<file path="config.mk">
export PLATFORM = sky130hd
export DESIGN_NAME = line_buffer
export DESIGN_NICKNAME = d
export VERILOG_FILES = /design/src/video_defs.svh /design/src/video_pkg.sv /design/src/line_buffer.sv
export SDC_FILE = /design/constraint.sdc
export NUM_CORES = 1
export LEC_CHECK = 0
export ABC_AREA = 0
export BUFFER_PORTS_ARGS = -buffer_cell sky130_fd_sc_hd__buf_2
export CAP_MARGIN = 0
export CORE_MARGIN = 2
export CORE_UTILIZATION = 30
export CTS_BUF_LIST = sky130_fd_sc_hd__clkbuf_8
export CTS_CLUSTER_SIZE = 40
export DETAILED_ROUTE_END_ITERATION = 10
export PLACE_DENSITY_LB_ADDON = 0.2
export SLEW_MARGIN = 20
export SYNTH_ARGS = -nofsm -noshare
export SYNTH_HDL_FRONTEND = slang
export SYNTH_SLANG_ARGS = --single-unit
export TNS_END_PERCENT = 10
</file>
<file path="constraint.sdc">
create_clock -name clk -period 3 [get_ports clk]
set_input_delay 0.3 -clock clk [delete_from_list [all_inputs] [get_ports clk]]
set_output_delay 0.3 -clock clk [all_outputs]
set_load 0.02 [all_outputs]
</file>
<file path="src/video_defs.svh">
`ifndef VIDEO_DEFS_SVH
`define VIDEO_DEFS_SVH

// Horizontal timing in clk cycles, one pixel per clock
`define H_ACTIVE     16
`define H_TOTAL      24
`define HSYNC_START  18
`define HSYNC_END    22

// Vertical timing in lines
`define V_ACTIVE     8
`define V_TOTAL      10
`define VSYNC_LINE   9

// Video RAM geometry
`define VRAM_DEPTH   1024
`define VRAM_AW      10

// APB address map
`define APB_AW       12
`define ADDR_VRAM    12'h000
`define ADDR_PAL     12'h400
`define ADDR_CTRL    12'h600
`define ADDR_BASE    12'h601

`endif

</file>
<file path="src/video_pkg.sv">
package video_pkg;

    typedef logic [9:0]  vram_addr_t;
    typedef logic [7:0]  pix_idx_t;
    typedef logic [11:0] rgb_t;
    typedef logic [4:0]  hpos_t;
    typedef logic [3:0]  vpos_t;
    typedef logic [5:0]  row_t;
    typedef logic [11:0] apb_addr_t;

    // Line fetch sequencing
    typedef enum logic [1:0] {
        IDLE,
        FETCH,
        DRAIN
    } render_state_t;

    // APB transfer phases, WAIT holds for video RAM
    typedef enum logic [1:0] {
        SETUP,
        ACCESS,
        WAIT
    } apb_phase_t;

endpackage

</file>
<file path="src/line_buffer.sv">
`timescale 1ns/1ps

module line_buffer #(
    parameter int unsigned WIDTH_PX = 16
) (
    input  logic                clk,
    input  logic                reset,
    input  logic                line_start_i,
    input  logic                wr_en_i,
    input  video_pkg::hpos_t    wr_idx_i,
    input  video_pkg::pix_idx_t wr_data_i,
    input  video_pkg::hpos_t    rd_idx_i,
    output video_pkg::pix_idx_t rd_data_o
);
    import video_pkg::*;

    localparam int IW = $clog2(WIDTH_PX);

    // Scanout reads bank front_sel, renderer fills the other one
    pix_idx_t mem [2][WIDTH_PX];
    logic     front_sel;

    always_ff @(posedge clk or posedge reset) begin
        if (reset) begin
            front_sel <= 1'b0;
        end else if (line_start_i) begin
            front_sel <= ~front_sel;
        end
    end

    always_ff @(posedge clk) begin
        if (wr_en_i) begin
            mem[~front_sel][wr_idx_i[IW-1:0]] <= wr_data_i;
        end
        rd_data_o <= mem[front_sel][rd_idx_i[IW-1:0]];
    end

endmodule

</file>
# Word-level counts from Yosys, hierarchy flattened

Memories as Yosys holds them, arrays and structs flattened.
Index checks and enable logic that the tools add are counted.

Reductions and logical operators: 1
Mux-type cells: 7
Order comparisons: 3
Bitwise operators: 3

Operators with widths:

| kind               | number |
|---|---|
| $mux 128           | 1 |
| $bmux 8 s4         | 1 |
| $demux 8 s4        | 1 |
| $mux 8             | 3 |
| $ge 5x5->1 const B | 2 |
| $not 4->5          | 2 |
| $lt 5x1->1 const B | 1 |
| $logic_and 1x1->1  | 1 |
| $mux 1             | 1 |
| $not 1->1          | 1 |

Memory bits (writable): 256
Memories: 1
Output and inout bits: 8
Word-level logic and storage cells: 17
Register bits: 9
Bits of input ports: 22

Memories:

| name | words | width | rd ports | clocked after Yosys merged registers in | write ports | line              | text |
|---|---|---|---|---|---|---|---|
| mem  | 2     | 128   | 1        | 0                                       | 1           | line_buffer.sv:20 | `pix_idx_t mem [2][WIDTH_PX];` |

# Depth between registers and ports, before layout

Word-level depth: 6
Depth in mapped cells: 5
Mapped depth without buffers: 3

# Worst setup path before layout

OpenSTA, ideal clock, no wires.

Path kind: in2reg
Start: in rd_idx_i[1]
End: reg rd_data_o[0]
Stages on the path: 5
Data required time: 2.879 ns
Path buffers: 2
Data arrival time: 1.982 ns
Library setup time: 0.121 ns
Setup slack: 0.898 ns
Cell sequence: clkbuf_1 clkbuf_1 mux4_2 mux4_2 mux2_2

Longest elaborated chain between the ends: 4

RTL lines:

| what                                      | line              | text |
|---|---|---|
| from (decl)                               | line_buffer.sv:12 | `input video_pkg::hpos_t rd_idx_i,` |
| $not 4->5 (implied by the code)           | line_buffer.sv:35 | `rd_data_o <= mem[front_sel][rd_idx_i[IW-1:0]];` |
| $bmux 8 s4                                | line_buffer.sv:35 |  |
| $mux 8 (implied by the code) (2 in a row) | line_buffer.sv:35 |  |
| to (signal assigned)                      | line_buffer.sv:35 |  |
| to (decl)                                 | line_buffer.sv:13 | `output video_pkg::pix_idx_t rd_data_o` |

Every way passes these cells. The select of a mux whose other input is x is not followed.
A chain may end at the register's enable or synchronous reset.

# Worst setup path in the final report

Start: reg front_sel
End: mem mem[1][39] in the netlist's numbering (enable)

Longest elaborated chain between the ends: 1

RTL lines:

| what                   | line              | text |
|---|---|---|
| from (decl)            | line_buffer.sv:21 | `logic front_sel;` |
| from (signal assigned) | line_buffer.sv:27 | `front_sel <= ~front_sel;` |
| $not 1->1              | line_buffer.sv:33 | `mem[~front_sel][wr_idx_i[IW-1:0]] <= wr_data_i;` |
| to (decl)              | line_buffer.sv:20 |  |

Every way passes these cells.

==> results.env <==
SYNTH_NETS=447
GP_CONGESTION=0.7214
POWER.DENSITY_nW_PER_UM2=663.2
CLOCK-SINKS=265
PIN_COUNT=30
POST_SYNTHESIS_SEQUENTIAL_AREA_RATIO_PCT=78.01
IRDROPWORSTVDD_V=0.0002319
SLEW_VIOL_FINAL=0
CTSROOTBUFFERMASTER='clkbuf_8'
NETLIST-CELL-TYPE-COUNT=18
FINISH.NET_COUNT=525
CTS_INSERTED_BUFFERS=42
PIN_COUNT_OF_THE_BIGGEST_NET_ENTERING_GLOBAL_ROUTING=65
FINISH.CELL_COUNT_WITHOUT_FILLERS=985
SETUP_VIOL=0
FRACTION_OF_FINAL_LAYOUT_CELLS_SIZED_BEYOND_DRIVE_STRENGTH_1_PCT=36.33
ANT_NETS=0
POWER.LEAKAGE_uW=0.003734
STARTING_UTILIZATION_OF_THE_CORE_AREA_PCT=30.25
GRT_SETUP_UNREPAIRED='no'
PLACE_HPWL_UM=13490
POST-PLACE-CELLS=905
FIRST_GLOBAL_VIAS=4867
POSTSYNTHREGISTERBITS=265
GRT-OVFL-TOTAL=0
FINCLKSKEW_PS=14.81
ANTENNA_FOUND_INITIAL=4
PORTBUFFERS=27
CTS_TREE='done'
TIMING.HOLD.WORST.CLASS='in -> async'
CTS_MAX_LEVEL=2
POST_CTS_RESIZE_COUNT=0
REMAINING_ROUTING_DRC_VIOLATIONS=0
CRITICAL_PATH_ARRIVAL_PS=2270
YOSYSWARNINGCOUNT=0
REGTOREGSTARTPOINT='front_sel'
TIMING.MAX_SLEW.REL_SLACK_PCT=45.52
FINAL_HOLD_VIOL_COUNT=0
DRT-TOTAL-WL_UM=22100
DRT_ITER0_DRC=337
UTILIZATION_PCT=35.13
PATH_CLASS='reg -> reg'
CRIT_REQUIRED_PS=3150
ROW_COUNT=67
ROUTED-VIA-COUNT=4568
FP.COREAREA_UM2=33360
CAP_VIOLATIONS=0
CP-START-KIND='flop'
GROUTE.USAGE.OVERALL_PCT=12.86
DETAIL_ROUTED_NET_LENGTH_PER_STANDARD_CELL_UM=22.43
AREA_GROWTH_PCT=16.13
CLKSLEWWORSTSETUPHOLDPATHS_PS=60
FIRST_PASS_GRT_WIRE_LENGTH_UM=32710
WORSTSKEWPAIRLATENCY_PS=530
SYNTH_CELLS=425
STATUS='complete, no violations'
FIN_TNS_SETUP_PS=0
DIE_HEIGHT_UM=187.4
WORST-SLEW-PIN-TRANSITION_PS=814.2
PRE_CTS_SLACK_PS=575.9
FMAX_MHz=471.3
CLOCKBUFFERDEPTH=3
AVGVIACOUNTPERCELL=4.638
FLOORPLAN.DIE_AREA_UM2=35120
WORSTSETUPSTARTPOINT='front_sel'
DRT_PASS1_ITERATIONS=4
SETUP_SLACK_PS=878.3
PERIOD_NEEDED_PS=2122
DIE_WIDTH_UM=187.4
SYNTH_AREA_UM2=10090
WORST-PATH-MAX-FANOUT=11
SETUP.WORST_PATH.END_CLASS='flop'
SYN_AREA_PER_CELL_UM2=23.75
STDCELL_AREA_UM2=11720
FIN_CRIT_SH_PCT=70.72
PLACEMENT_STAGE_CELL_AREA_UM2=10920
[routing by layer]
metal	wire length, µm	global-route usage [%]
met5	7	0
met4	532	4.512
met3	1118	2.683
met2	10740	20.77
met1	9702	17.33
[registers in the layout (all words and copies together) (netlist names)]
name       count
rd_data_o      8
mem          256
front_sel      1
[what timing repair did]
item / 4_1_cts / 5_1_grt
hold buffers: 2 / 0
endpoints found under the hold margin: 2 / 0
setup buffers: 0 / 0
[worst max-delay path, stage by stage (launching register included)]
cell	delay, ps
dfrtp_1	550
nor2b_1	360
nand2_1	170
nor2_1	660
[power by group]
group | switching, µW | leakage (µW) | internal (µW) | total (µW)
Combinational | 418 | 0.000887 | 336 | 754
Sequential | 50.3 | 0.00239 | 4170 | 4220
Clock | 1320 | 0.000462 | 1480 | 2800
[placed cells by master (no fill, tap or decap), drive strengths merged, types with 3 or more instances in the layout]
master and instances:
clkinv 9, mux2 8, nor2b 3, mux4 80
edfxtp 256, clkbuf 49, nor2 33, nand3 4
dfxtp 8, buf 54, diode 3, nand2 4
inv 18
[cell usage after synthesis]
| library cell | instances | area (µm²) |
|---|---|---|
| dfrtp_1 | 1 | 25.02 |
| mux2_2 | 8 | 90.09 |
| buf_6 | 1 | 11.26 |
| xor2_1 | 1 | 8.760 |
| buf_1 | 9 | 33.78 |
| dfxtp_1 | 8 | 160.2 |
| nand4_1 | 1 | 6.260 |
| or2_2 | 1 | 6.260 |
| nand3_1 | 4 | 20.02 |
| nand2b_1 | 2 | 12.51 |
| nor2b_1 | 3 | 18.77 |
| edfxtp_1 | 256 | 7687 |
| inv_1 | 1 | 3.750 |
| buf_4 | 6 | 45.04 |
| nand2_1 | 4 | 15.01 |
| mux4_2 | 80 | 1802 |
| clkbuf_1 | 6 | 22.52 |
| nor2_1 | 33 | 123.9 |
[final timing paths]
kind	end	slack [ps]	depth (start not counted)
max in group asynchronous	front_sel	2650	3
worst max-delay path	mem[1][39]	880	3
min in group clk	rd_data_o[0]	240	2
worst min-delay path	front_sel	210	3
worst max register to register	mem[1][39]	880	3
worst min register to register	front_sel	810	1
[cell type report]
type | instances | area, µm²
Clock buffer | 49 | 674.4
Multi-Input combinational cell | 137 | 2103
Clock inverter | 26 | 100.1
Tap cell | 448 | 560.5
Timing Repair Buffer | 56 | 397.9
Inverter | 1 | 3.754
Antenna cell | 3 | 7.507
Fill cell | 3117 | 21640
Sequential cell | 265 | 7873
[through the flow]
stage / power, µW / hold slack [ps]
floorplan: 4762 / 28.71
global placement: 5059 / 184.2
detailed placement: 5076 / 175.4
CTS: 7889 / 167.1
global route: 8074 / 173.4
finish: 7773 / 205.6
[cells by family after synthesis]
family,after synthesis,synth area share [%]
xor+xnor,1,0.08680
simple gates,48,2.008
buf+inv,23,1.153
mux,88,18.75
flops,265,78.01
Power figures use the tool's default switching activity.
