### src/video_defs.svh
`ifndef VIDEO_DEFS_SVH
`define VIDEO_DEFS_SVH

// Horizontal timing in clk cycles, one pixel per clock
`define H_ACTIVE     16
`define H_TOTAL      24
`define HSYNC_START  18
`define HSYNC_END    22

// Vertical timing in lines
`define V_ACTIVE     8
`define V_TOTAL      10
`define VSYNC_LINE   9

// Video RAM geometry
`define VRAM_DEPTH   1024
`define VRAM_AW      10

// APB address map
`define APB_AW       12
`define ADDR_VRAM    12'h000
`define ADDR_PAL     12'h400
`define ADDR_CTRL    12'h600
`define ADDR_BASE    12'h601

`endif

### src/video_pkg.sv
package video_pkg;

    typedef logic [9:0]  vram_addr_t;
    typedef logic [7:0]  pix_idx_t;
    typedef logic [11:0] rgb_t;
    typedef logic [4:0]  hpos_t;
    typedef logic [3:0]  vpos_t;
    typedef logic [5:0]  row_t;
    typedef logic [11:0] apb_addr_t;

    // Line fetch sequencing
    typedef enum logic [1:0] {
        IDLE,
        FETCH,
        DRAIN
    } render_state_t;

    // APB transfer phases, WAIT holds for video RAM
    typedef enum logic [1:0] {
        SETUP,
        ACCESS,
        WAIT
    } apb_phase_t;

endpackage

### src/line_renderer.sv
`timescale 1ns/1ps
`include "video_defs.svh"

module line_renderer (
    input  logic                  clk,
    input  logic                  reset,
    input  logic                  line_start_i,
    input  video_pkg::vpos_t      vpos_i,
    input  video_pkg::row_t       base_row_i,
    output logic                  ren_req_o,
    output video_pkg::vram_addr_t ren_addr_o,
    input  logic                  ren_ack_i,
    input  video_pkg::pix_idx_t   ren_rdata_i,
    output logic                  lb_wr_en_o,
    output video_pkg::hpos_t      lb_wr_idx_o,
    output video_pkg::pix_idx_t   lb_wr_data_o
);
    import video_pkg::*;

    localparam int XW = $clog2(`H_ACTIVE);

    render_state_t state;
    vpos_t         next_line;
    row_t          fetch_row;
    hpos_t         req_x;
    hpos_t         ack_x;

    // Fetch the line that is shown after the next swap
    assign next_line = (vpos_i == vpos_t'(`V_TOTAL - 1)) ? '0 : vpos_i + 1'b1;

    always_ff @(posedge clk or posedge reset) begin
        if (reset) begin
            state     <= IDLE;
            fetch_row <= '0;
            req_x     <= '0;
            ack_x     <= '0;
        end else begin
            if (ren_ack_i) begin
                ack_x <= ack_x + 1'b1;
            end
            case (state)
                IDLE: begin
                    if (line_start_i && next_line < vpos_t'(`V_ACTIVE)) begin
                        state     <= FETCH;
                        fetch_row <= base_row_i + row_t'(next_line);
                        req_x     <= '0;
                        ack_x     <= '0;
                    end
                end
                FETCH: begin
                    req_x <= req_x + 1'b1;
                    if (req_x == hpos_t'(`H_ACTIVE - 1)) begin
                        state <= DRAIN;
                    end
                end
                default: begin
                    // Reads still in flight
                    if (ren_ack_i && ack_x == hpos_t'(`H_ACTIVE - 1)) begin
                        state <= IDLE;
                    end
                end
            endcase
        end
    end

    // Row wraps at 64, 16 bytes per row
    assign ren_req_o  = state == FETCH;
    assign ren_addr_o = vram_addr_t'({fetch_row, req_x[XW-1:0]});

    assign lb_wr_en_o   = ren_ack_i;
    assign lb_wr_idx_o  = ack_x;
    assign lb_wr_data_o = ren_rdata_i;

endmodule

### config.mk
export PLATFORM = sky130hd
export DESIGN_NAME = line_renderer
export DESIGN_NICKNAME = d
export VERILOG_FILES = /design/src/video_pkg.sv /design/src/line_renderer.sv
export VERILOG_INCLUDE_DIRS = /design/src
export SDC_FILE = /design/constraint.sdc
export NUM_CORES = 1
export LEC_CHECK = 0
export ABC_AREA = 1
export CAP_MARGIN = 20
export CORE_MARGIN = 2
export CORE_UTILIZATION = 40
export DETAILED_ROUTE_END_ITERATION = 7
export DONT_BUFFER_PORTS = 1
export GPL_TIMING_DRIVEN = 0
export MAX_ROUTING_LAYER = met4
export SKIP_CTS_REPAIR_TIMING = 1
export SLEW_MARGIN = 20
export SYNTH_ARGS = -nofsm -noshare
export SYNTH_HDL_FRONTEND = slang
export SYNTH_SLANG_ARGS = --single-unit
### constraint.sdc
create_clock -name clk -period 1.85 [get_ports clk]
set_clock_uncertainty 0.05 [all_clocks]
set_input_delay 0.2775 -clock clk [delete_from_list [all_inputs] [get_ports clk]]
set_output_delay 0.2775 -clock clk [all_outputs]
set_load 0.05 [all_outputs]
Yosys cells after proc, flatten, opt, wreduce, memory -nomap -nowiden
Cells that the tools add are included.
{"block": "word_totals", "register_bits": 18, "input_bits": 22, "word_cells": 33}
{"block": "classes", "addsub": 4, "magnitude_cmp": 1, "eq_ne": 6, "mux": 10, "reduce_logical": 8}
{"cell": "2-to-1 mux 5 bit", "count": 4}
{"cell": "adder 5 x 1 -> 5 bit (second input constant)", "count": 2}
{"cell": "== test 5 x 4 -> 1 bit (second input constant)", "count": 2}
{"cell": "one-hot mux 5 bit (2 select lines)", "count": 1}
{"cell": "adder 6 x 4 -> 6 bit", "count": 1}
{"cell": "2-to-1 mux 2 bit", "count": 3}
{"cell": "adder 4 x 1 -> 4 bit (second input constant)", "count": 1}
{"cell": "== test 4 bit (second input constant)", "count": 1}
{"cell": "< comparator 4 bit (second input constant)", "count": 1}
{"cell": "2-to-1 mux 4 bit", "count": 1}
{"cell": "one-hot mux 2 bit (2 select lines)", "count": 1}
{"cell": "AND reduction 2 bit", "count": 2}
{"cell": "AND reduction 3 bit", "count": 1}
{"cell": "nonzero test 3 bit", "count": 1}
{"cell": "== test 2 x 1 -> 1 bit (second input constant)", "count": 1}
{"cell": "logical AND 1 bit", "count": 2}
{"cell": "zero test 2 bit", "count": 1}
{"cell": "!= test 2 x 1 -> 1 bit (second input constant)", "count": 1}
{"cell": "!= test 2 bit (second input constant)", "count": 1}
{"cell": "nonzero test 2 bit", "count": 1}

Depth between registers and ports, before layout
{"block": "logic_depth", "ltp_word": 6, "depth_mapped": 13, "mapped_depth_nobuf": 13}

Worst setup path after synthesis
Ideal clock, no wire load.
{"block": "synth_path", "path_kind": "flip-flop to flip-flop", "from": "register ack_x[0], in the netlist lb_wr_idx_o[0]", "to": "register ack_x[4], in the netlist lb_wr_idx_o[4]", "setup_time_ps": 72, "t_arrival_ps": 1525, "required_ps": 1728, "slack_ps": 204, "path_stages_with_launch": 7, "synth_period_minus_slack_ps": 1646, "cell_sequence": "dfrtp_1 ha_1 and3_1 ha_1 nand2_1 o21ai_0 nor2_1"}
{"block": "synth_via", "elab_chain_len": 4}
{"element": "start, declared", "line_no": "line_renderer.sv:26", "rtl": "hpos_t ack_x;"}
{"element": "start signal, assigned", "line_no": "line_renderer.sv:39", "rtl": "ack_x <= ack_x + 1'b1;"}
{"element": "adder 5 x 1 -> 5 bit *", "line_no": "line_renderer.sv:39"}
{"element": "2-to-1 mux 5 bit *", "line_no": "line_renderer.sv:38", "rtl": "if (ren_ack_i) begin"}
{"element": "2-to-1 mux 5 bit", "line_no": "line_renderer.sv:43", "rtl": "if (line_start_i && next_line < vpos_t'(`V_ACTIVE)) begin"}
{"element": "2-to-1 mux 5 bit *", "line_no": "line_renderer.sv:41", "rtl": "case (state)"}
Every way passes the cells marked *; elsewhere a longest branch is shown, timed or not.
A chain may end at the register's enable or synchronous reset.

Worst setup path after layout
{"block": "layout_path", "from": "register state[1]", "to": "output port ren_req_o"}
{"block": "layout_via", "elab_chain_len": 1}
{"element": "start, declared", "line_no": "line_renderer.sv:22", "rtl": "render_state_t state;"}
{"element": "start signal, assigned", "line_no": "line_renderer.sv:33", "rtl": "state <= IDLE;"}
{"element": "start signal, assigned", "line_no": "line_renderer.sv:44", "rtl": "state <= FETCH;"}
{"element": "start signal, assigned", "line_no": "line_renderer.sv:53", "rtl": "state <= DRAIN;"}
{"element": "== test 2 x 1 -> 1 bit", "line_no": "line_renderer.sv:67", "rtl": "assign ren_req_o = state == FETCH;"}
{"element": "end, declared", "line_no": "line_renderer.sv:10", "rtl": "output logic ren_req_o,"}
Every way passes these cells.

==> run summary <==
Relative slew slack - 55.9%
PortBufs - 0
Crit start category - flip-flop
First-pass GRT wire length - 3720 um
Via-to-Cell Ratio - 4.86
Warnings from Yosys - 0
Pwr dens - 1590 nW/um^2
Pins Over Slew Limit - 0
Area Overhead vs Synth - 7.70%
Initial Util - 40.9%
Util after Layout - 44.1%
Fin cells - 192
Post-synth top area cell - dfrtp_1
Worst vdd ir - 651 uV
Detailed-route wire length per cell - 11.4 um
CP endpoint kind - output port
Clock Sinks - 18
Post-synth top area share - 37.0%
Post-route ant nets - 0
Period utilisation layout - 92.6%
Overall routed net length - 2200 um
Status - finished clean
Htree depth - 1
RSZ-0062 raised after global routing - false
Average size of a mapped cell - 7.91 sq um
Tightest Pin Transition - 0.660 ns
Arr. time, crit path - 1.39 ns
DIE WIDTH - 59.2 um
CTS tree - yes
Core Rows - 20
Fraction of layout instances using a drive strength above 1 - 18.9%
# IOs - 47
Area contributors post-synth - dfrtp_1 37%, nand2_1 13%, buf_4 8.6%, ha_1 8.2%, inv_1 5.9%
DIE AREA - 3500 sq um
Fmax - 584 MHz
Fin. Hold Viols - 0
Cell count after synthesis - 154
Setup Crit Path Kind - reg -> out
DRC errors left - 0
Synthesized flop and latch total - 18
Hold_sp - base_row_i[4]
Root Buffer - clkbuf_4
# fillers - 297
Fin crit period - 1.71 ns
Min-Delay Path Class - in -> reg
First-pass DRT Iterations - 4
Post-Syn Area - 1220 sq um
Ant. Diodes - 0
Final setup viols - 0
Via count - 933
Synth unique cells - 26
Critical Path Source - state[1]$_DFFE_PP0P_
Syn nets - 185
Worst endpoint required time - 1.52 ns
Initial antenna violation count - 0
Final #Nets - 191
CORE AREA - 2980 sq um
Worst reg2reg startpoint - lb_wr_idx_o[0]$_DFF_PP0_
Worst-Skew Late Latency - 0.29 ns
Placed insts - 187
GRT Overall Usage - 14.5%
Seq/Total Area, Yosys - 37.0%
Die Y - 59.2 um
HPWL Detailed - 1760 um
Max Cap Viol - 0
CTS buffer count - 3
Hold WS - 0.129 ns
Clock Tree Buf Depth - 2
CTS clock-pin slew for the worst setup and hold paths - 0.10 ns
Vias in the first global route - 890
Routability cong. - 0.782
Initial DRC count - 31
Crit Path Max Fanout - 10
Grt total ovfl - 0
Static Leakage - 0.691 nW
Largest net degree at the start of global routing - 19
[routing by layer]
layer / vias to the layer above / GRT usage, % / wire, um
li1: 491 / - / -
met1: 409 / 17.3 / 964
met2: 29 / 23.4 / 1100
met3: 4 / 2.18 / 97
met4: 0 / 7.79 / 38
met5: - / - / 0
[worst paths after layout]
path | endpoint | slack [ns] | cells after the start
max in group asynchronous | lb_wr_idx_o[0]$_DFF_PP0_ | 0.83 | 2
worst min register to register | req_x[4]$_DFFE_PP0P_ | 0.46 | 2
min in group asynchronous | req_x[1]$_DFFE_PP0P_ | 0.46 | 2
worst max register to register | lb_wr_idx_o[4]$_DFF_PP0_ | 0.22 | 6
worst max-delay path | ren_req_o | 0.14 | 3
worst min-delay path | fetch_row[4]$_DFFE_PP0P_ | 0.13 | 2
[cells by family after synthesis]
family | share of synthesized area, %
buf+inv | 15.7
compound gates | 7.19
xor+xnor | 3.59
fa+ha+maj | 9.86
simple gates | 26.7
flops | 37.0
[sequential cells by signal, summed over array words and instances (netlist names)]
signal,flops
fetch_row,6
lb_wr_idx_o,5
req_x,5
state,2
[cell usage in the layout (no fill, tap or decap)]
master and n:
or2_0 1, nand4_1 4, clkbuf_8 1, clkinvlp_4 1, inv_1 18, o211ai_1 1, a21oi_4 1, clkbuf_4 3
buf_6 1, nand2_2 2, nand2_1 41, nor2_1 11, dlygate4sd3_1 1, and3_1 1, nand3_1 9, xor2_1 2
ha_1 8, buf_4 14, dfrtp_2 2, nand3b_1 1, nand3_2 1, dfrtp_1 16, o21ai_0 6, fa_1 1
o21ai_2 2, o22ai_1 1, or2_2 2, nor3_1 1, xnor2_1 3, clkbuf_1 1, a21oi_1 2
[Yosys cell counts (all sizes together)]
library cell  number
a21oi              3
and3               1
buf               15
clkbuf             1
dfrtp             18
fa                 1
ha                 8
inv               19
nand2             43
nand3             10
nand3b             1
nand4              4
nor2              11
nor3               1
o211ai             1
o21ai              8
o22ai              1
or2                3
xnor2              3
xor2               2
[where the power goes]
part           internal [W]  switching, W
combinational      0.000264      0.000450
sequential         0.000570      0.000572
clock              0.000120      0.000117
[cell type report]
type,count,area (sq um),area share (%)
clock buffer,4,36.3,2.76
multi-input combinational,101,577,43.9
tap,33,41.3,3.15
inverter,19,75.1,5.72
buffer,16,120,9.15
sequential,18,453,34.5
timing repair buffer,1,10.0,0.763
[through the flow]
step | instance area [sq um] | setup TNS [ns] | power (W) | setup WS [ns]
after global routing | 1310 | 0 | 0.00224 | 0.0661
after global placement | 1260 | 0 | 0.00184 | 0.138
final | 1310 | 0 | 0.00209 | 0.136
after CTS | 1300 | -0.0197 | 0.00211 | -0.0197
after floorplan | 1220 | 0 | 0.00175 | 0.204
after detailed placement | 1260 | 0 | 0.00187 | 0.0835
[critical path: stages (launching register included)]
cell and delay [ns]:
dfrtp_1 0.40, or2_2 0.31, buf_4 0.17, clkinvlp_4 0.22
No activity file was read; power rests on OpenSTA's default activity.
