`src/video_defs.svh`:
```
`ifndef VIDEO_DEFS_SVH
`define VIDEO_DEFS_SVH

// Horizontal timing in clk cycles, one pixel per clock
`define H_ACTIVE     16
`define H_TOTAL      24
`define HSYNC_START  18
`define HSYNC_END    22

// Vertical timing in lines
`define V_ACTIVE     8
`define V_TOTAL      10
`define VSYNC_LINE   9

// Video RAM geometry
`define VRAM_DEPTH   1024
`define VRAM_AW      10

// APB address map
`define APB_AW       12
`define ADDR_VRAM    12'h000
`define ADDR_PAL     12'h400
`define ADDR_CTRL    12'h600
`define ADDR_BASE    12'h601

`endif

```
`src/video_pkg.sv`:
```
package video_pkg;

    typedef logic [9:0]  vram_addr_t;
    typedef logic [7:0]  pix_idx_t;
    typedef logic [11:0] rgb_t;
    typedef logic [4:0]  hpos_t;
    typedef logic [3:0]  vpos_t;
    typedef logic [5:0]  row_t;
    typedef logic [11:0] apb_addr_t;

    // Line fetch sequencing
    typedef enum logic [1:0] {
        IDLE,
        FETCH,
        DRAIN
    } render_state_t;

    // APB transfer phases, WAIT holds for video RAM
    typedef enum logic [1:0] {
        SETUP,
        ACCESS,
        WAIT
    } apb_phase_t;

endpackage

```
`src/pixel_scanout.sv`:
```
`timescale 1ns/1ps
`include "video_defs.svh"

module pixel_scanout (
    input  logic                clk,
    input  logic                reset,
    input  logic                enable_i,
    output logic                line_start_o,
    output video_pkg::vpos_t    vpos_o,
    output video_pkg::hpos_t    lb_rd_idx_o,
    input  video_pkg::pix_idx_t lb_rd_data_i,
    output video_pkg::pix_idx_t pal_idx_o,
    input  video_pkg::rgb_t     pal_rgb_i,
    output video_pkg::rgb_t     rgb_o,
    output logic                hsync_o,
    output logic                vsync_o,
    output logic                de_o
);
    import video_pkg::*;

    hpos_t      hcnt;
    vpos_t      vcnt;
    logic [2:0] ctl_raw;    // de, hsync, vsync
    logic [2:0] ctl_d1;
    logic [2:0] ctl_d2;

    always_ff @(posedge clk or posedge reset) begin
        if (reset) begin
            hcnt <= '0;
            vcnt <= '0;
        end else if (hcnt == hpos_t'(`H_TOTAL - 1)) begin
            hcnt <= '0;
            vcnt <= (vcnt == vpos_t'(`V_TOTAL - 1)) ? '0 : vcnt + 1'b1;
        end else begin
            hcnt <= hcnt + 1'b1;
        end
    end

    assign line_start_o = hcnt == '0;
    assign vpos_o       = vcnt;

    // Pixel x is read at hcnt x+1, once the buffer has swapped
    assign lb_rd_idx_o = hcnt - 1'b1;
    assign pal_idx_o   = lb_rd_data_i;

    assign ctl_raw[2] = hcnt != '0 && hcnt <= hpos_t'(`H_ACTIVE) &&
                        vcnt < vpos_t'(`V_ACTIVE);
    assign ctl_raw[1] = hcnt >= hpos_t'(`HSYNC_START) && hcnt < hpos_t'(`HSYNC_END);
    assign ctl_raw[0] = vcnt == vpos_t'(`VSYNC_LINE);

    // Two stages match buffer read and palette lookup
    always_ff @(posedge clk or posedge reset) begin
        if (reset) begin
            ctl_d1  <= '0;
            ctl_d2  <= '0;
            de_o    <= 1'b0;
            hsync_o <= 1'b0;
            vsync_o <= 1'b0;
            rgb_o   <= '0;
        end else begin
            ctl_d1  <= ctl_raw;
            ctl_d2  <= ctl_d1;
            de_o    <= ctl_d2[2];
            hsync_o <= ctl_d2[1];
            vsync_o <= ctl_d2[0];
            // Black outside the active area or with output disabled
            rgb_o   <= (enable_i && ctl_d2[2]) ? pal_rgb_i : '0;
        end
    end

endmodule

```
`config.mk`:
```
export PLATFORM = sky130hd
export DESIGN_NAME = pixel_scanout
export DESIGN_NICKNAME = d
export VERILOG_FILES = /design/src/video_pkg.sv /design/src/pixel_scanout.sv
export VERILOG_INCLUDE_DIRS = /design/src
export SDC_FILE = /design/constraint.sdc
export NUM_CORES = 1
export LEC_CHECK = 0
export BUFFER_PORTS_ARGS = -buffer_cell sky130_fd_sc_hd__buf_2
export CAP_MARGIN = 20
export CORE_AREA = 8 8 64 66
export DETAILED_ROUTE_END_ITERATION = 8
export DIE_AREA = 0 0 72 74
export PLACE_DENSITY_LB_ADDON = 0.12
export SLEW_MARGIN = 25
export SYNTH_ARGS = -nofsm -noshare
export SYNTH_HDL_FRONTEND = slang
export SYNTH_SLANG_ARGS = --single-unit
```
`constraint.sdc`:
```
create_clock -name clk -period 1.6 [get_ports clk]
set_clock_uncertainty 0.05 [all_clocks]
set_input_delay 0 -clock clk [delete_from_list [all_inputs] [get_ports clk]]
set_output_delay 0 -clock clk [all_outputs]
set_load 0.01 [all_outputs]
```
# After elaboration in Yosys (flattened, before gate mapping)
# Cells that the tools add are included.
dict set report word_totals {
  output_inout_bits 33
  mem_count 0
  word_cells 26
  latch_bits 0
  mem_bits_rw 0
  mem_bits_ro 0
  regBits 30
}
dict set report classes {
  muxes 3
  n_lt_le_gt_ge 4
  reduce_logical 6
  add_sub_neg 3
  div_mod_pow 0
  mul 0
  n_shift 0
  eq_ne 2
  n_bitwise 0
}
# op count
set op_table {}
lappend op_table {{$mux 12} 1}
lappend op_table {{$add 5x1->5 const B} 1}
lappend op_table {{$eq 5x5->1 const B} 1}
lappend op_table {{$ge 5x5->1 const B} 1}
lappend op_table {{$le 5x5->1 const B} 1}
lappend op_table {{$logic_not 5->1} 1}
lappend op_table {{$lt 5x5->1 const B} 1}
lappend op_table {{$mux 5} 1}
lappend op_table {{$reduce_bool 5->1} 1}
lappend op_table {{$sub 5x1->5 const B} 1}
lappend op_table {{$add 4x1->4 const B} 1}
lappend op_table {{$eq 4x4->1 const B} 1}
lappend op_table {{$logic_and 1x1->1} 4}
lappend op_table {{$lt 4x4->1 const B} 1}
lappend op_table {{$mux 4} 1}

# Depth between registers and ports, before layout
dict set report logic_depth {
  ltp_word 3
  ltp_mapped 5
  depth_no_buf 5
}

# Worst setup path before layout
# No wires, ideal clock.
dict set report synth_path {
  kind {register to register}
  startpoint {register hcnt[0]}
  endpoint {register ctl_d1[2]}
  t_required_ns 1.425
  path_buffers 0
  arrival_time_ns 1.368
  stages_incl_launch_ff 6
  slack_ns 0.058
  cell_sequence {dfrtp_1 > inv_1 > ha_1 > nor3b_1 > ha_1 > nor2b_1}
}
dict set report synth_between {
  elab_chain_len 3
}
# item line
set synth_rtl {}
lappend synth_rtl {{start, declared} pixel_scanout.sv:21} ;# hpos_t hcnt;
lappend synth_rtl {{start signal, assigned} pixel_scanout.sv:35} ;# hcnt <= hcnt + 1'b1;
lappend synth_rtl {{$le 5x5->1 or $reduce_bool 5->1 (tied branches)} pixel_scanout.sv:46} ;# assign ctl_raw[2] = hcnt != '0 && hcnt <= hpos_t'(`H_ACTIVE) &&
lappend synth_rtl {{$logic_and 1x1->1 * (2 in a row)} pixel_scanout.sv:46}
lappend synth_rtl {{net ctl_raw[2]} pixel_scanout.sv:23} ;# logic [2:0] ctl_raw;
lappend synth_rtl {{end signal, assigned} pixel_scanout.sv:61} ;# ctl_d1 <= ctl_raw;
lappend synth_rtl {{end, declared} pixel_scanout.sv:24} ;# logic [2:0] ctl_d1;
# The timed path passes the listed nets; every way through them passes the cells marked *.
# A chain may end at the register's enable or synchronous reset.

# Worst setup path in the final report
dict set report layout_path {
  startpoint {register hcnt[0]}
  endpoint {register vcnt[3] (netlist: vpos_o[3])}
}
dict set report layout_between {
  elab_chain_len 1
}
# item line
set layout_rtl {}
lappend layout_rtl {{$eq 5x5->1} pixel_scanout.sv:31} ;# end else if (hcnt == hpos_t'(`H_TOTAL - 1)) begin
lappend layout_rtl {{end signal, assigned} pixel_scanout.sv:33} ;# vcnt <= (vcnt == vpos_t'(`V_TOTAL - 1)) ? '0 : vcnt + 1'b1;
lappend layout_rtl {{end, declared} pixel_scanout.sv:22} ;# vpos_t vcnt;
# No other way between the ends.

==> results.tsv <==
stage	metric	value	unit
outcome	run_status	complete, no violations	
final_layout	nFillCells	258	
flow_run	max_cap_violations	0	
clocking	clk_root_buffer_cell	clkbuf_4	
sta	max_slew_margin	75.3	%
floorplanning	core-area	3180	um^2
pwr	powerDensity	692	nW/um^2
final_layout	seq_area	751	um^2
setup_path	path_class	register to register	
drt	ant_nets	0	
global_routing	antenna_found_initial	0	
clocking	cts_buffers	5	
sta	fin_ws	36.8	ps
drt	firstDrtPassIters	4	
placement	io_buffer_count	39	
floorplanning	ios	56	
sta	setup_viol	0	
final_layout	num_antenna_cells	0	
drt	routed_wl	2880	um
sta	final_max_slew_viol_count	0	
setup_path	r2r_cells	5	
setup_path	cp_num_cells	5	
drt	vias	923	
global_routing	grt_max_degree	31	
drt	drt_iter0_markers	16	
final_layout	area_growth_syn_to_layout	56.8	%
setup_path	crit_chain	buf_6, ha_4, and4b_2, a31o_1, a22o_1	
drt	drc	0	
setup_path	endpoint_kind	register	
min_path	holdCritPathClass	input pin to asynchronous set/reset pin	
sta	hold_viol_final	0	
pwr	leakage	1.11	nW
yosys	avgSynthCellArea	12.9	um^2
clocking	clock_path_buffers	2	
global_routing	grt.total_usage	11.5	%
yosys	synth_nets	120	
pwr	peakVddDrop	0.363	mV
floorplanning	num_rows	21	
drt	wl_per_cell	13.2	um
yosys	yosysWarningCount	0	
final_layout	drive_gt1_share	40.1	%
clocking	htree_levels	2	
setup_path	critPathBufInv	1	
clocking	insertion_delay	320	ps
sta	rsz0062_at_grt	true	
yosys	synth_area	1210	um^2
placement	gp_congestion	0.764	
clocking	clkSlewWorstSetupHoldPaths	100	ps
floorplanning	die_h	74	um
setup_path	max_stage_delay	420	ps
sta	fin_crit	1560	ps
setup_path	crit_fanout	6	
global_routing	grt_pass1_vias	1003	
sta	max_freq	640	MHz
sta	period_share	97.7	%
final_layout	final_nets	197	
yosys	ys_seq_area_share	62.0	%
global_routing	grt_pass1_wl	4710	um
floorplanning	start_util	38.1	%
floorplanning	die_w	72	um
drt	viasPerCell	4.23	
yosys	ys_ff_latch	30	
final_layout	multiInputGateArea	388	um^2
clocking	tritoncts	yes	
sta	worst_pin_slew	370	ps
global_routing	grt_overflow_total	0	
floorplanning	dieArea	5330	um^2
setup_path	required	1770	ps
placement	post-place-ws	65.5	ps
setup_path	arrival	1730	ps
final_layout	finish.utilization	59.7	%
yosys	synthCells	94	
setup_path	critical-path-slowest-cell	dfrtp_1	
setup_path	start_kind	register	
yosys	synth.distinct_cells	27	
placement	dpl.hpwl	1730	um
clocking	clock_sinks	30	
setup_path	cp_top_family	flip-flops	
## layout by cell type (no fill, tap or decap), types with 2 or more instances in the layout
cell type,netlist,layout
and3_1,12,12
buf_2,0,38
buf_4,8,9
buf_6,2,3
clkbuf_4,0,5
dfrtp_1,30,30
dlygate4sd3_1,0,33
ha_4,0,2
inv_1,5,3
inv_2,0,2
nand2_1,3,3
nand3_1,3,3
nor2_1,2,2
nor2b_1,2,2
xnor2_1,3,3
xor2_1,4,4
## path summary, 6_finish.rpt
check | from | end | slack [ps]
worst min-delay path | reset | ctl_d2[1]$_DFF_PP0_ | 230
worst max-delay path | hcnt[0]$_DFF_PP0_ | vpos_o[3]$_DFFE_PP0N_ | 40
max in group asynchronous | reset | rgb_o[3]$_DFF_PP0_ | 1000
min in group clk | ctl_d1[1]$_DFF_PP0_ | ctl_d2[1]$_DFF_PP0_ | 300
worst max register to register | hcnt[0]$_DFF_PP0_ | vpos_o[3]$_DFFE_PP0N_ | 40
worst min register to register | ctl_d1[1]$_DFF_PP0_ | ctl_d2[1]$_DFF_PP0_ | 300
## registers in the layout (all words and copies together) (netlist names)
register,flops
ctl_d1,3
ctl_d2,3
de_o,1
hcnt,5
hsync_o,1
rgb_o,12
vpos_o,4
vsync_o,1
## metrics by stage
step	power, mW	setup TNS (ps)	hold slack (ps)	instance area [um^2]	std cells
finish	1.31	0	229	1900	218
global route	1.37	-17.0	271	1900	218
CTS	1.33	0	229	1830	216
detailed placement	0.808	0	-49.9	1400	171
global placement	0.808	0	-49.9	1400	171
floorplan	0.807	0	40.8	1210	94
## routing by layer
layer | share of wire (%) | track usage [%] | vias to the layer above
met5 | 0 | 0 | -
met3 | 9.2 | 6.87 | 2
met1 | 44 | 12.7 | 422
met2 | 46 | 18.4 | 48
li1 | - | - | 451
met4 | 0.31 | 3.40 | 0
## worst min-delay path, cell delays in order
cell,delay [ps]
dlygate4sd3_1,530
buf_2,120
inv_1,40
buf_4,340
## synth_stat cells
master / n / area [um^2]
a211oi_1: 1 / 7.51
a21o_2: 1 / 8.76
a22o_1: 1 / 8.76
a31o_1: 1 / 8.76
and2b_2: 1 / 8.76
and3_1: 12 / 75.1
and3b_1: 1 / 8.76
and4b_1: 1 / 10.0
buf_4: 8 / 60.1
buf_6: 2 / 22.5
clkbuf_1: 2 / 7.51
clkbuf_8: 1 / 13.8
dfrtp_1: 30 / 751
ha_1: 3 / 37.5
inv_1: 5 / 18.8
mux2_4: 1 / 15.0
nand2_1: 3 / 11.3
nand2_4: 1 / 11.3
nand2b_1: 1 / 6.26
nand3_1: 3 / 15.0
nor2_1: 2 / 7.51
nor2b_1: 2 / 12.5
nor3_1: 2 / 10.0
nor3b_1: 1 / 7.51
o21ai_0: 1 / 5.00
xnor2_1: 3 / 26.3
xor2_1: 4 / 35.0
## where the power goes
part | switching, mW | internal, mW
clock network | 0.260 | 0.213
registers | 0 | 0.758
logic | 0.0343 | 0.0476
total | 0.295 | 1.02
## area by class of cell
type | instances | area share (%)
Inverter | 5 | 0.989
Tap cell | 46 | 3.03
Multi-Input combinational cell | 46 | 20.4
Timing Repair Buffer | 83 | 32.8
Sequential cell | 30 | 39.6
Clock inverter | 1 | 0.264
Clock buffer | 7 | 2.90
## kinds of logic (layout without fill, tap and decap cells)
kind of cell / after synthesis / in the layout / share of synthesized area (%)
muxes: 1 / 1 / 1.24
DFF: 30 / 30 / 62.0
adders and majority gates: 3 / 3 / 3.10
AOI/OAI and AO/OA: 5 / 5 / 3.21
and+or+nand+nor: 30 / 30 / 15.2
buffers and inverters: 18 / 96 / 10.1
xor gates and xnor gates: 7 / 7 / 5.07
## repair_timing
| item | CTS | global route |
|---|---|---|
| buffers inserted | 5 | 2 |
| hold endpoints to repair | 50 | 0 |
| hold buffers | 33 | 0 |
| setup endpoints to repair | 2 | 5 |
| pin swaps | 1 | 2 |
| gates resized for setup | 3 | 12 |
Note: power is estimated with default switching activity, not from simulation.
